--- src/common/rvc_pkg.sv ---
/*
 * RV32C expansion package
 * Word widths, RV32I major opcodes, fixed register indices,
 * the two views of a compressed word and the compact-register map
 */
package rvc_pkg;

    // =========================================================================
    // Widths
    // =========================================================================
    localparam int CWORD_W = 16;
    localparam int IWORD_W = 32;
    localparam int REG_W   = 5;

    // =========================================================================
    // RV32I major opcodes
    // =========================================================================
    localparam logic [6:0] OPC_OP_IMM = 7'b0010011;
    localparam logic [6:0] OPC_OP     = 7'b0110011;
    localparam logic [6:0] OPC_LOAD   = 7'b0000011;
    localparam logic [6:0] OPC_STORE  = 7'b0100011;
    localparam logic [6:0] OPC_LUI    = 7'b0110111;
    localparam logic [6:0] OPC_JAL    = 7'b1101111;
    localparam logic [6:0] OPC_JALR   = 7'b1100111;
    localparam logic [6:0] OPC_BRANCH = 7'b1100011;

    // Fixed registers used by the implicit operands
    localparam logic [REG_W-1:0] REG_ZERO = 5'd0;
    localparam logic [REG_W-1:0] REG_RA   = 5'd1;
    localparam logic [REG_W-1:0] REG_SP   = 5'd2;

    // ebreak has no operands
    localparam logic [IWORD_W-1:0] EBREAK_WORD = 32'h0010_0073;

    // Quadrant codes in bits [1:0]
    localparam logic [1:0] Q0 = 2'b00;
    localparam logic [1:0] Q1 = 2'b01;
    localparam logic [1:0] Q2 = 2'b10;
    localparam logic [1:0] Q3 = 2'b11;

    // =========================================================================
    // Compressed word, register view and compact view
    // =========================================================================
    typedef union packed {
        struct packed {
            logic [3:0]       funct4;
            logic [REG_W-1:0] rd_rs1;
            logic [REG_W-1:0] rs2;
            logic [1:0]       op;
        } cr;
        struct packed {
            logic [2:0] funct3;
            logic [2:0] imm_hi;
            logic [2:0] rs1_p;
            logic [1:0] imm_lo;
            logic [2:0] rd_p;
            logic [1:0] op;
        } cl;
    } rvc_word_u;

    // Compact register field selects x8 to x15
    function automatic logic [REG_W-1:0] creg(input logic [2:0] r);
        return {2'b01, r};
    endfunction

endpackage

--- src/common/rvc_result_if.sv ---
/*
 * Expanded result channel
 * Carries one expanded word and its illegal flag from the
 * expander register to the output slot, valid/take style
 */
`timescale 1ns/1ns

interface rvc_result_if
    import rvc_pkg::*;
();

    logic               valid;
    logic [IWORD_W-1:0] instr;
    logic               illegal;
    // Pulse in the cycle the slot accepts the result
    logic               take;

    modport producer (output valid, output instr, output illegal, input take);
    modport consumer (input valid, input instr, input illegal, output take);

endinterface

--- src/expand/rvc_expander.sv ---
/*
 * RV32C expansion stage
 * Expands quadrant 0 here, takes quadrants 1 and 2 from their own
 * blocks, picks by quadrant and registers one result
 * Illegal words leave as all zeros with the illegal flag set
 */
`timescale 1ns/1ns

module rvc_expander
    import rvc_pkg::*;
(
    input  logic      i_clk,
    input  logic      i_arst_n,
    input  logic      i_cword_valid,
    input  rvc_word_u i_cword,
    output logic      o_cword_take,
    rvc_result_if.producer res
);

    logic [CWORD_W-1:0] c;
    logic [9:0]         q0_nzuimm;
    logic [6:0]         q0_off;
    logic [IWORD_W-1:0] q0_instr;
    logic               q0_illegal;
    logic [IWORD_W-1:0] q1_instr;
    logic               q1_illegal;
    logic [IWORD_W-1:0] q2_instr;
    logic               q2_illegal;
    logic [IWORD_W-1:0] sel_instr;
    logic               sel_illegal;

    // Raw bits for the scrambled immediates
    assign c         = i_cword;
    // C.ADDI4SPN, scaled by 4
    assign q0_nzuimm = {c[10:7], c[12:11], c[5], c[6], 2'b00};
    // C.LW and C.SW word offset
    assign q0_off    = {c[5], c[12:10], c[6], 2'b00};

    // =========================================================================
    // Quadrant 0
    // =========================================================================
    always_comb begin
        q0_instr   = '0;
        q0_illegal = 1'b0;
        case (i_cword.cl.funct3)
            // addi rd', x2, nzuimm
            3'b000: begin
                q0_illegal = (q0_nzuimm == 10'd0);
                q0_instr   = {2'b00, q0_nzuimm, REG_SP, 3'b000,
                              creg(i_cword.cl.rd_p), OPC_OP_IMM};
            end
            // lw rd', off(rs1')
            3'b010: q0_instr = {5'd0, q0_off, creg(i_cword.cl.rs1_p), 3'b010,
                                creg(i_cword.cl.rd_p), OPC_LOAD};
            // sw rs2', off(rs1')
            3'b110: q0_instr = {5'd0, q0_off[6:5], creg(i_cword.cl.rd_p),
                                creg(i_cword.cl.rs1_p), 3'b010, q0_off[4:0], OPC_STORE};
            // Reserved slot and every FP load or store
            default: q0_illegal = 1'b1;
        endcase
    end

    rvc_quadrant1 rvc_quadrant1_i (
        .i_cword   (i_cword),
        .o_instr   (q1_instr),
        .o_illegal (q1_illegal)
    );

    rvc_quadrant2 rvc_quadrant2_i (
        .i_cword   (i_cword),
        .o_instr   (q2_instr),
        .o_illegal (q2_illegal)
    );

    // =========================================================================
    // Quadrant select and result register
    // =========================================================================
    always_comb begin
        case (i_cword.cl.op)
            Q0:      sel_illegal = q0_illegal;
            Q1:      sel_illegal = q1_illegal;
            Q2:      sel_illegal = q2_illegal;
            // Quadrant 3 holds 32-bit words, nothing to expand
            Q3:      sel_illegal = 1'b1;
        endcase
        case (i_cword.cl.op)
            Q0:      sel_instr = q0_instr;
            Q1:      sel_instr = q1_instr;
            default: sel_instr = q2_instr;
        endcase
        if (sel_illegal) begin
            sel_instr = '0;
        end
    end

    // Take when the register is empty or drains this cycle
    assign o_cword_take = i_cword_valid && (!res.valid || res.take);

    always_ff @(posedge i_clk or negedge i_arst_n) begin
        if (!i_arst_n) begin
            res.valid <= 1'b0;
        end else if (o_cword_take) begin
            res.valid <= 1'b1;
        end else if (res.take) begin
            res.valid <= 1'b0;
        end
    end

    always_ff @(posedge i_clk) begin
        if (o_cword_take) begin
            res.instr   <= sel_instr;
            res.illegal <= sel_illegal;
        end
    end

    // Downstream sees zeros for any rejected word
    a_illegal_zero: assert property (@(posedge i_clk) disable iff (!i_arst_n)
        (res.valid && res.illegal) |-> (res.instr == '0));

endmodule

--- src/expand/rvc_quadrant1.sv ---
/*
 * Quadrant 1 expansion
 * Immediate ALU forms, jumps, branches and the compact register ops
 */
`timescale 1ns/1ns

module rvc_quadrant1
    import rvc_pkg::*;
(
    input  rvc_word_u          i_cword,
    output logic [IWORD_W-1:0] o_instr,
    output logic               o_illegal
);

    logic [CWORD_W-1:0] c;
    logic [REG_W-1:0]   rd;
    logic [REG_W-1:0]   rs1_p;
    logic [REG_W-1:0]   rs2_p;
    logic [5:0]         imm6;
    logic [11:0]        jimm;
    logic [8:0]         bimm;
    logic [9:0]         sp_imm;

    assign c     = i_cword;
    assign rd    = i_cword.cr.rd_rs1;
    assign rs1_p = creg(i_cword.cl.rs1_p);
    // rs2' shares the rd' field
    assign rs2_p = creg(i_cword.cl.rd_p);

    // Also serves as shamt and the C.LUI upper bits
    assign imm6   = {c[12], c[6:2]};
    assign jimm   = {c[12], c[8], c[10:9], c[6], c[7], c[2], c[11], c[5:3], 1'b0};
    assign bimm   = {c[12], c[6:5], c[2], c[11:10], c[4:3], 1'b0};
    // C.ADDI16SP, scaled by 16
    assign sp_imm = {c[12], c[4:3], c[5], c[2], c[6], 4'b0000};

    always_comb begin
        o_instr   = '0;
        o_illegal = 1'b0;
        case (i_cword.cl.funct3)
            // C.NOP and C.ADDI, addi rd, rd, imm
            3'b000: o_instr = {{6{imm6[5]}}, imm6, rd, 3'b000, rd, OPC_OP_IMM};
            // C.JAL links in ra
            3'b001: o_instr = {jimm[11], jimm[10:1], jimm[11], {8{jimm[11]}},
                               REG_RA, OPC_JAL};
            // C.LI, addi rd, x0, imm
            3'b010: o_instr = {{6{imm6[5]}}, imm6, REG_ZERO, 3'b000, rd, OPC_OP_IMM};
            3'b011: begin
                if (rd == REG_SP) begin
                    // C.ADDI16SP
                    o_illegal = (sp_imm == 10'd0);
                    o_instr   = {{2{sp_imm[9]}}, sp_imm, REG_SP, 3'b000, REG_SP, OPC_OP_IMM};
                end else begin
                    // C.LUI
                    o_illegal = (imm6 == 6'd0) || (rd == REG_ZERO);
                    o_instr   = {{14{imm6[5]}}, imm6, rd, OPC_LUI};
                end
            end
            // Arithmetic on compact registers
            3'b100: begin
                case (c[11:10])
                    // C.SRLI, shamt[5] reserved on RV32
                    2'b00: begin
                        o_illegal = imm6[5];
                        o_instr   = {7'b0000000, imm6[4:0], rs1_p, 3'b101, rs1_p, OPC_OP_IMM};
                    end
                    // C.SRAI
                    2'b01: begin
                        o_illegal = imm6[5];
                        o_instr   = {7'b0100000, imm6[4:0], rs1_p, 3'b101, rs1_p, OPC_OP_IMM};
                    end
                    // C.ANDI
                    2'b10: o_instr = {{6{imm6[5]}}, imm6, rs1_p, 3'b111, rs1_p, OPC_OP_IMM};
                    // SUB, XOR, OR, AND
                    2'b11: begin
                        case (i_cword.cl.imm_lo)
                            2'b00: o_instr = {7'b0100000, rs2_p, rs1_p, 3'b000, rs1_p, OPC_OP};
                            2'b01: o_instr = {7'b0000000, rs2_p, rs1_p, 3'b100, rs1_p, OPC_OP};
                            2'b10: o_instr = {7'b0000000, rs2_p, rs1_p, 3'b110, rs1_p, OPC_OP};
                            2'b11: o_instr = {7'b0000000, rs2_p, rs1_p, 3'b111, rs1_p, OPC_OP};
                        endcase
                    end
                endcase
            end
            // C.J, no link
            3'b101: o_instr = {jimm[11], jimm[10:1], jimm[11], {8{jimm[11]}},
                               REG_ZERO, OPC_JAL};
            // C.BEQZ against x0
            3'b110: o_instr = {{4{bimm[8]}}, bimm[7:5], REG_ZERO, rs1_p, 3'b000,
                               bimm[4:1], bimm[8], OPC_BRANCH};
            // C.BNEZ
            3'b111: o_instr = {{4{bimm[8]}}, bimm[7:5], REG_ZERO, rs1_p, 3'b001,
                               bimm[4:1], bimm[8], OPC_BRANCH};
        endcase
    end

endmodule

--- src/expand/rvc_quadrant2.sv ---
/*
 * Quadrant 2 expansion
 * Stack pointer loads and stores, register moves, jumps and ebreak
 */
`timescale 1ns/1ns

module rvc_quadrant2
    import rvc_pkg::*;
(
    input  rvc_word_u          i_cword,
    output logic [IWORD_W-1:0] o_instr,
    output logic               o_illegal
);

    logic [CWORD_W-1:0] c;
    logic [REG_W-1:0]   rd;
    logic [REG_W-1:0]   rs2;
    logic [7:0]         lw_off;
    logic [7:0]         sw_off;

    assign c      = i_cword;
    assign rd     = i_cword.cr.rd_rs1;
    assign rs2    = i_cword.cr.rs2;
    // Word offsets from sp, scaled by 4
    assign lw_off = {c[3:2], c[12], c[6:4], 2'b00};
    assign sw_off = {c[8:7], c[12:9], 2'b00};

    always_comb begin
        o_instr   = '0;
        o_illegal = 1'b0;
        case (i_cword.cl.funct3)
            // C.SLLI, shamt[5] and rd x0 rejected
            3'b000: begin
                o_illegal = c[12] || (rd == REG_ZERO);
                o_instr   = {7'b0000000, c[6:2], rd, 3'b001, rd, OPC_OP_IMM};
            end
            // C.LWSP needs a real destination
            3'b010: begin
                o_illegal = (rd == REG_ZERO);
                o_instr   = {4'd0, lw_off, REG_SP, 3'b010, rd, OPC_LOAD};
            end
            3'b100: begin
                if (!i_cword.cr.funct4[0]) begin
                    if (rs2 == REG_ZERO) begin
                        // C.JR, rs1 x0 reserved
                        o_illegal = (rd == REG_ZERO);
                        o_instr   = {12'd0, rd, 3'b000, REG_ZERO, OPC_JALR};
                    end else begin
                        // C.MV, add rd, x0, rs2
                        o_instr = {7'b0000000, rs2, REG_ZERO, 3'b000, rd, OPC_OP};
                    end
                end else if (rs2 == REG_ZERO) begin
                    // C.EBREAK with rd x0, C.JALR otherwise
                    o_instr = (rd == REG_ZERO) ? EBREAK_WORD
                                               : {12'd0, rd, 3'b000, REG_RA, OPC_JALR};
                end else begin
                    // C.ADD
                    o_instr = {7'b0000000, rs2, rd, 3'b000, rd, OPC_OP};
                end
            end
            // C.SWSP
            3'b110: o_instr = {4'd0, sw_off[7:5], rs2, REG_SP, 3'b010,
                               sw_off[4:0], OPC_STORE};
            // FP stack loads and stores are not supported
            default: o_illegal = 1'b1;
        endcase
    end

endmodule

--- src/source/rvc_decoder_top.sv ---
/*
 * RV32C decoder top level
 * Four-phase input side, registered expansion stage and
 * four-phase output side in one clock domain
 */
`timescale 1ns/1ns

module rvc_decoder_top
    import rvc_pkg::*;
(
    input  logic               i_clk,
    input  logic               i_arst_n,
    input  logic               i_req,
    input  logic [CWORD_W-1:0] i_cinstr,
    output logic               o_ack,
    output logic               o_req,
    output logic [IWORD_W-1:0] o_instr,
    output logic               o_illegal,
    input  logic               i_ack
);

    logic      cword_valid;
    logic      cword_take;
    rvc_word_u cword;

    rvc_result_if res_if ();

    rvc_in_port rvc_in_port_i (
        .i_clk         (i_clk),
        .i_arst_n      (i_arst_n),
        .i_req         (i_req),
        .i_cinstr      (i_cinstr),
        .i_cword_take  (cword_take),
        .o_ack         (o_ack),
        .o_cword_valid (cword_valid),
        .o_cword       (cword)
    );

    rvc_expander rvc_expander_i (
        .i_clk         (i_clk),
        .i_arst_n      (i_arst_n),
        .i_cword_valid (cword_valid),
        .i_cword       (cword),
        .o_cword_take  (cword_take),
        .res           (res_if.producer)
    );

    rvc_out_port rvc_out_port_i (
        .i_clk     (i_clk),
        .i_arst_n  (i_arst_n),
        .i_ack     (i_ack),
        .res       (res_if.consumer),
        .o_req     (o_req),
        .o_instr   (o_instr),
        .o_illegal (o_illegal)
    );

endmodule

--- src/source/rvc_in_port.sv ---
/*
 * Input side of the RV32C expander
 * Four-phase receiver with a single-word buffer; a full buffer
 * holds back the next request
 */
`timescale 1ns/1ns

module rvc_in_port
    import rvc_pkg::*;
(
    input  logic               i_clk,
    input  logic               i_arst_n,
    input  logic               i_req,
    input  logic [CWORD_W-1:0] i_cinstr,
    input  logic               i_cword_take,
    output logic               o_ack,
    output logic               o_cword_valid,
    output rvc_word_u          o_cword
);

    logic full;
    logic load;

    // Accept only with a free buffer and the previous cycle closed
    assign load          = i_req && !o_ack && !full;
    assign o_cword_valid = full;

    always_ff @(posedge i_clk or negedge i_arst_n) begin
        if (!i_arst_n) begin
            o_ack <= 1'b0;
            full  <= 1'b0;
        end else if (load) begin
            o_ack <= 1'b1;
            full  <= 1'b1;
        end else begin
            // Return to zero once the producer has dropped req
            if (o_ack && !i_req) begin
                o_ack <= 1'b0;
            end
            if (i_cword_take) begin
                full <= 1'b0;
            end
        end
    end

    always_ff @(posedge i_clk) begin
        if (load) begin
            o_cword <= i_cinstr;
        end
    end

    // Ack is a response, never raised without a request before it
    a_ack_after_req: assert property (@(posedge i_clk) disable iff (!i_arst_n)
        $rose(o_ack) |-> $past(i_req));

endmodule

--- src/source/rvc_out_port.sv ---
/*
 * Output side of the RV32C expander
 * Holds one result and offers it by four-phase req/ack
 */
`timescale 1ns/1ns

module rvc_out_port
    import rvc_pkg::*;
(
    input  logic               i_clk,
    input  logic               i_arst_n,
    input  logic               i_ack,
    rvc_result_if.consumer     res,
    output logic               o_req,
    output logic [IWORD_W-1:0] o_instr,
    output logic               o_illegal
);

    // The slot is full exactly while req is raised
    // Wait for ack low so the previous cycle has closed
    assign res.take = res.valid && !o_req && !i_ack;

    always_ff @(posedge i_clk or negedge i_arst_n) begin
        if (!i_arst_n) begin
            o_req <= 1'b0;
        end else if (res.take) begin
            o_req <= 1'b1;
        end else if (o_req && i_ack) begin
            o_req <= 1'b0;
        end
    end

    always_ff @(posedge i_clk) begin
        if (res.take) begin
            o_instr   <= res.instr;
            o_illegal <= res.illegal;
        end
    end

    // Data held for the whole request phase
    a_data_stable: assert property (@(posedge i_clk) disable iff (!i_arst_n)
        (o_req && $past(o_req)) |-> ($stable(o_instr) && $stable(o_illegal)));

endmodule

--- config.mk ---
export PLATFORM = sky130hd
export DESIGN_NAME = rvc_decoder_top
export DESIGN_NICKNAME = d
export VERILOG_FILES = /design/src/common/rvc_pkg.sv /design/src/common/rvc_result_if.sv /design/src/expand/rvc_expander.sv /design/src/expand/rvc_quadrant1.sv /design/src/expand/rvc_quadrant2.sv /design/src/source/rvc_decoder_top.sv /design/src/source/rvc_in_port.sv /design/src/source/rvc_out_port.sv
export SDC_FILE = /design/constraint.sdc
export NUM_CORES = 1
export LEC_CHECK = 0
export ABC_AREA = 1
export BUFFER_PORTS_ARGS = -buffer_cell sky130_fd_sc_hd__buf_4
export CORE_UTILIZATION = 35
export CTS_CLUSTER_SIZE = 16
export DETAILED_ROUTE_END_ITERATION = 6
export GPL_TIMING_DRIVEN = 0
export SLEW_MARGIN = 10
export SYNTH_ARGS = -nofsm -noshare
export SYNTH_HDL_FRONTEND = slang
export SYNTH_SLANG_ARGS = --single-unit
--- constraint.sdc ---
create_clock -name i_clk -period 3.1 [get_ports i_clk]
set_input_delay 0.62 -clock i_clk [delete_from_list [all_inputs] [get_ports i_clk]]
set_output_delay 0.62 -clock i_clk [all_outputs]
set_load 0.01 [all_outputs]
==> results.ini <==
[power_and_ir_drop]
power_mw=3.69
p_per_area_mw_per_mm2=715
p_leak_nw=2.19
ir_drop_mv=0.383

[final_layout]
areaGrowthSynthToFinish_pct=22.2
regArea_mm2=0.00250
final_common_cell=nand2_1
final_cell_mix=nand2_1 (117), edfxtp_1 (80), buf_4 (58), inv_1 (42), nor2_1 (38)
drive_above_1_share_pct=22.6
final_util_pct=44.5
n_antenna_cell=0
multi_input_area_mm2=0.00147
final_nets=538
fill_cells=1143
finish.instance_area_mm2=0.00517

[placed_design]
numPortBuffers=54
routabilityCongestion=0.956
place_area_mm2=0.00485
dp_hpwl_um=9410

[clock_network]
ctsRootBufferMaster=clkbuf_16
cts_tree=done
cts.path.max_buffers=2
cts-resized-gates=0
cts-htree-levels=3
numCtsBuffers=9
cts.hold.buffers_added=0
post_cts_buffers=0
clkSlewWorstSetupHoldPaths_ps=60
clk_latency_ps=350
cts_sinks=84

[sta]
finalCriticalPeriod_ps=2330
rsz0062_at_grt=false
drv_slew=0
whs_ps=55.3
worst_pin_slew_ps=832
setup_viol=0
fin_crit_sh_pct=75.3
fin_tns_setup_ps=0
slew_headroom_pct=44.5
fin_worst_skew_ps=6.90
max_freq_mhz=428
finalHoldViolCount=0

[logic_synthesis]
ys.flop_type=edfxtp_1
syn_area_per_cell_um2=9.38
synth_area_mm2=0.00423
synth.distinct_cells=33
synth_seq_area_share_pct=59.2
synth_edf_count=80
synth_nets=471
ys_seq_elements=84
ys_async_sr_fraction_pct=4.76
syn_inst=451
yosysWarnings=0

[die]
die_area_mm2=0.0125
start_util_pct=36.4
die_w_um=112
core_region_area_mm2=0.0116
die_h_um=112
ios=55
rows=39

[detailed_routing]
vias=3541
ant_nets=0
dr.pass1.iters=7
routed_wl_um=12700
wire_per_inst_um=19.1
route.detailed.drc=3
vias_per_cell=5.32
drtIter0Drc=328

[worst_setup_path]
critPathCaptureType=register
r2r-start=rvc_in_port_i.o_cword[13]
required_ps=3190
start_kind=register
r2r.worst_path.cells=9
worstSetupPathType=reg2reg
reg2reg_slack_ps=770
worstReg2RegEnd=rvc_expander_i.res.instr[2]
crit_arrival_ps=2430
crit_path_max_fanout=10

[grt]
grt_use_total_pct=21.8
grt_pass1_wl_um=19700
grt_max_degree=33
antenna_found_initial=0
grt_pass1_vias=3329
overflow=0

[run_status]
violations=design-rule violations
status=finished, violations left

[min_path]
hp-class=in2async

[flow_run]
drv_cap=0

-- logic make-up (layout without fill, tap and decap cells) --
group,count (synthesis),count (layout),synth area share [%]
DFF,84,84,59.2
buffers and inverters,63,135,6.48
AOI/OAI and AO/OA,78,78,10.5
and+or+nand+nor,226,226,23.8
-- worst max-delay path by stage --
| stage | cells after the start | end | slack, ps | from |
|---|---|---|---|---|
| floorplan | 1 | rvc_out_port_i.o_illegal | 770 | i_ack |
| global placement | 2 | rvc_out_port_i.o_instr[28] | 110 | i_ack |
| detailed placement | 4 | rvc_expander_i.res.instr[6] | 550 | i_ack |
| CTS | 9 | rvc_expander_i.res.instr[2] | 820 | rvc_in_port_i.o_cword[13] |
| global route | 9 | rvc_expander_i.res.instr[2] | 660 | rvc_in_port_i.o_cword[9] |
| finish | 9 | rvc_expander_i.res.instr[2] | 770 | rvc_in_port_i.o_cword[13] |
-- worst max-delay path: stages, from the launching register on --
cell and delay (ps):
edfxtp_1 570, nor2_4 320, nand2_2 120, inv_4 160
nand4_1 120, nand2_1 80, nand2_2 210, nor2_2 240
buf_6 200, a21oi_2 60
-- layout make-up --
type                    count  share of cell area, %
repair buffers             56                   8.28
flip-flops and latches     84                   48.4
multi-input cells         304                   28.4
clock inverters             7                   1.74
inverters                  51                   3.80
well taps                 143                   3.46
plain buffers              12                   1.50
clock buffers               9                   4.36
-- synthesized netlist by cell type, types with 4 or more instances --
cell type,count,area [um^2]
nor2_2,13,81.3
dfrtp_1,4,100
nor2_4,4,45.0
o21ai_0,34,170
nand4_1,6,37.5
inv_1,43,161
nand2_1,117,439
buf_2,4,20.0
nand3_1,27,135
edfxtp_1,80,2400
a21oi_1,19,95.1
nor3_1,10,50.1
o22ai_1,4,25.0
nand2_2,5,31.3
inv_2,6,22.5
o211ai_1,6,45.0
nor2_1,38,143
-- per-layer routing --
layer	wire (um)	vias to the layer above	track usage, %
met3	960	29	5.17
met1	5620	1650	29.5
li1	-	1676	-
met5	0	-	0
met4	408	0	10.6
met2	5740	186	32.9
-- report_power, final --
group,internal [mW],total (mW),switching (mW),leakage [nW]
sequential,1.57,1.68,0.111,0.801
clock,0.702,1.13,0.432,0.153
combinational,0.287,0.878,0.591,1.23
total,2.56,3.69,1.13,2.19
-- per-stage QoR --
stage / std cells / setup WS, ps
final: 666 / 765
after CTS: 666 / 818
after floorplan: 451 / 768
after global routing: 666 / 658
after detailed placement: 650 / 546
after global placement: 648 / 111
-- state kept, by name, indices dropped and copies added, names as in the netlist --
name and cells:
rvc_out_port_i.o_instr 31, rvc_expander_i.res.illegal 1, rvc_expander_i.res.instr 31, rvc_in_port_i.o_cword 16, rvc_out_port_i.o_req 1, rvc_in_port_i.o_ack 1
rvc_in_port_i.o_cword_valid 1, rvc_expander_i.res.valid 1, rvc_out_port_i.o_illegal 1
Note: power is estimated with default switching activity, not from simulation.
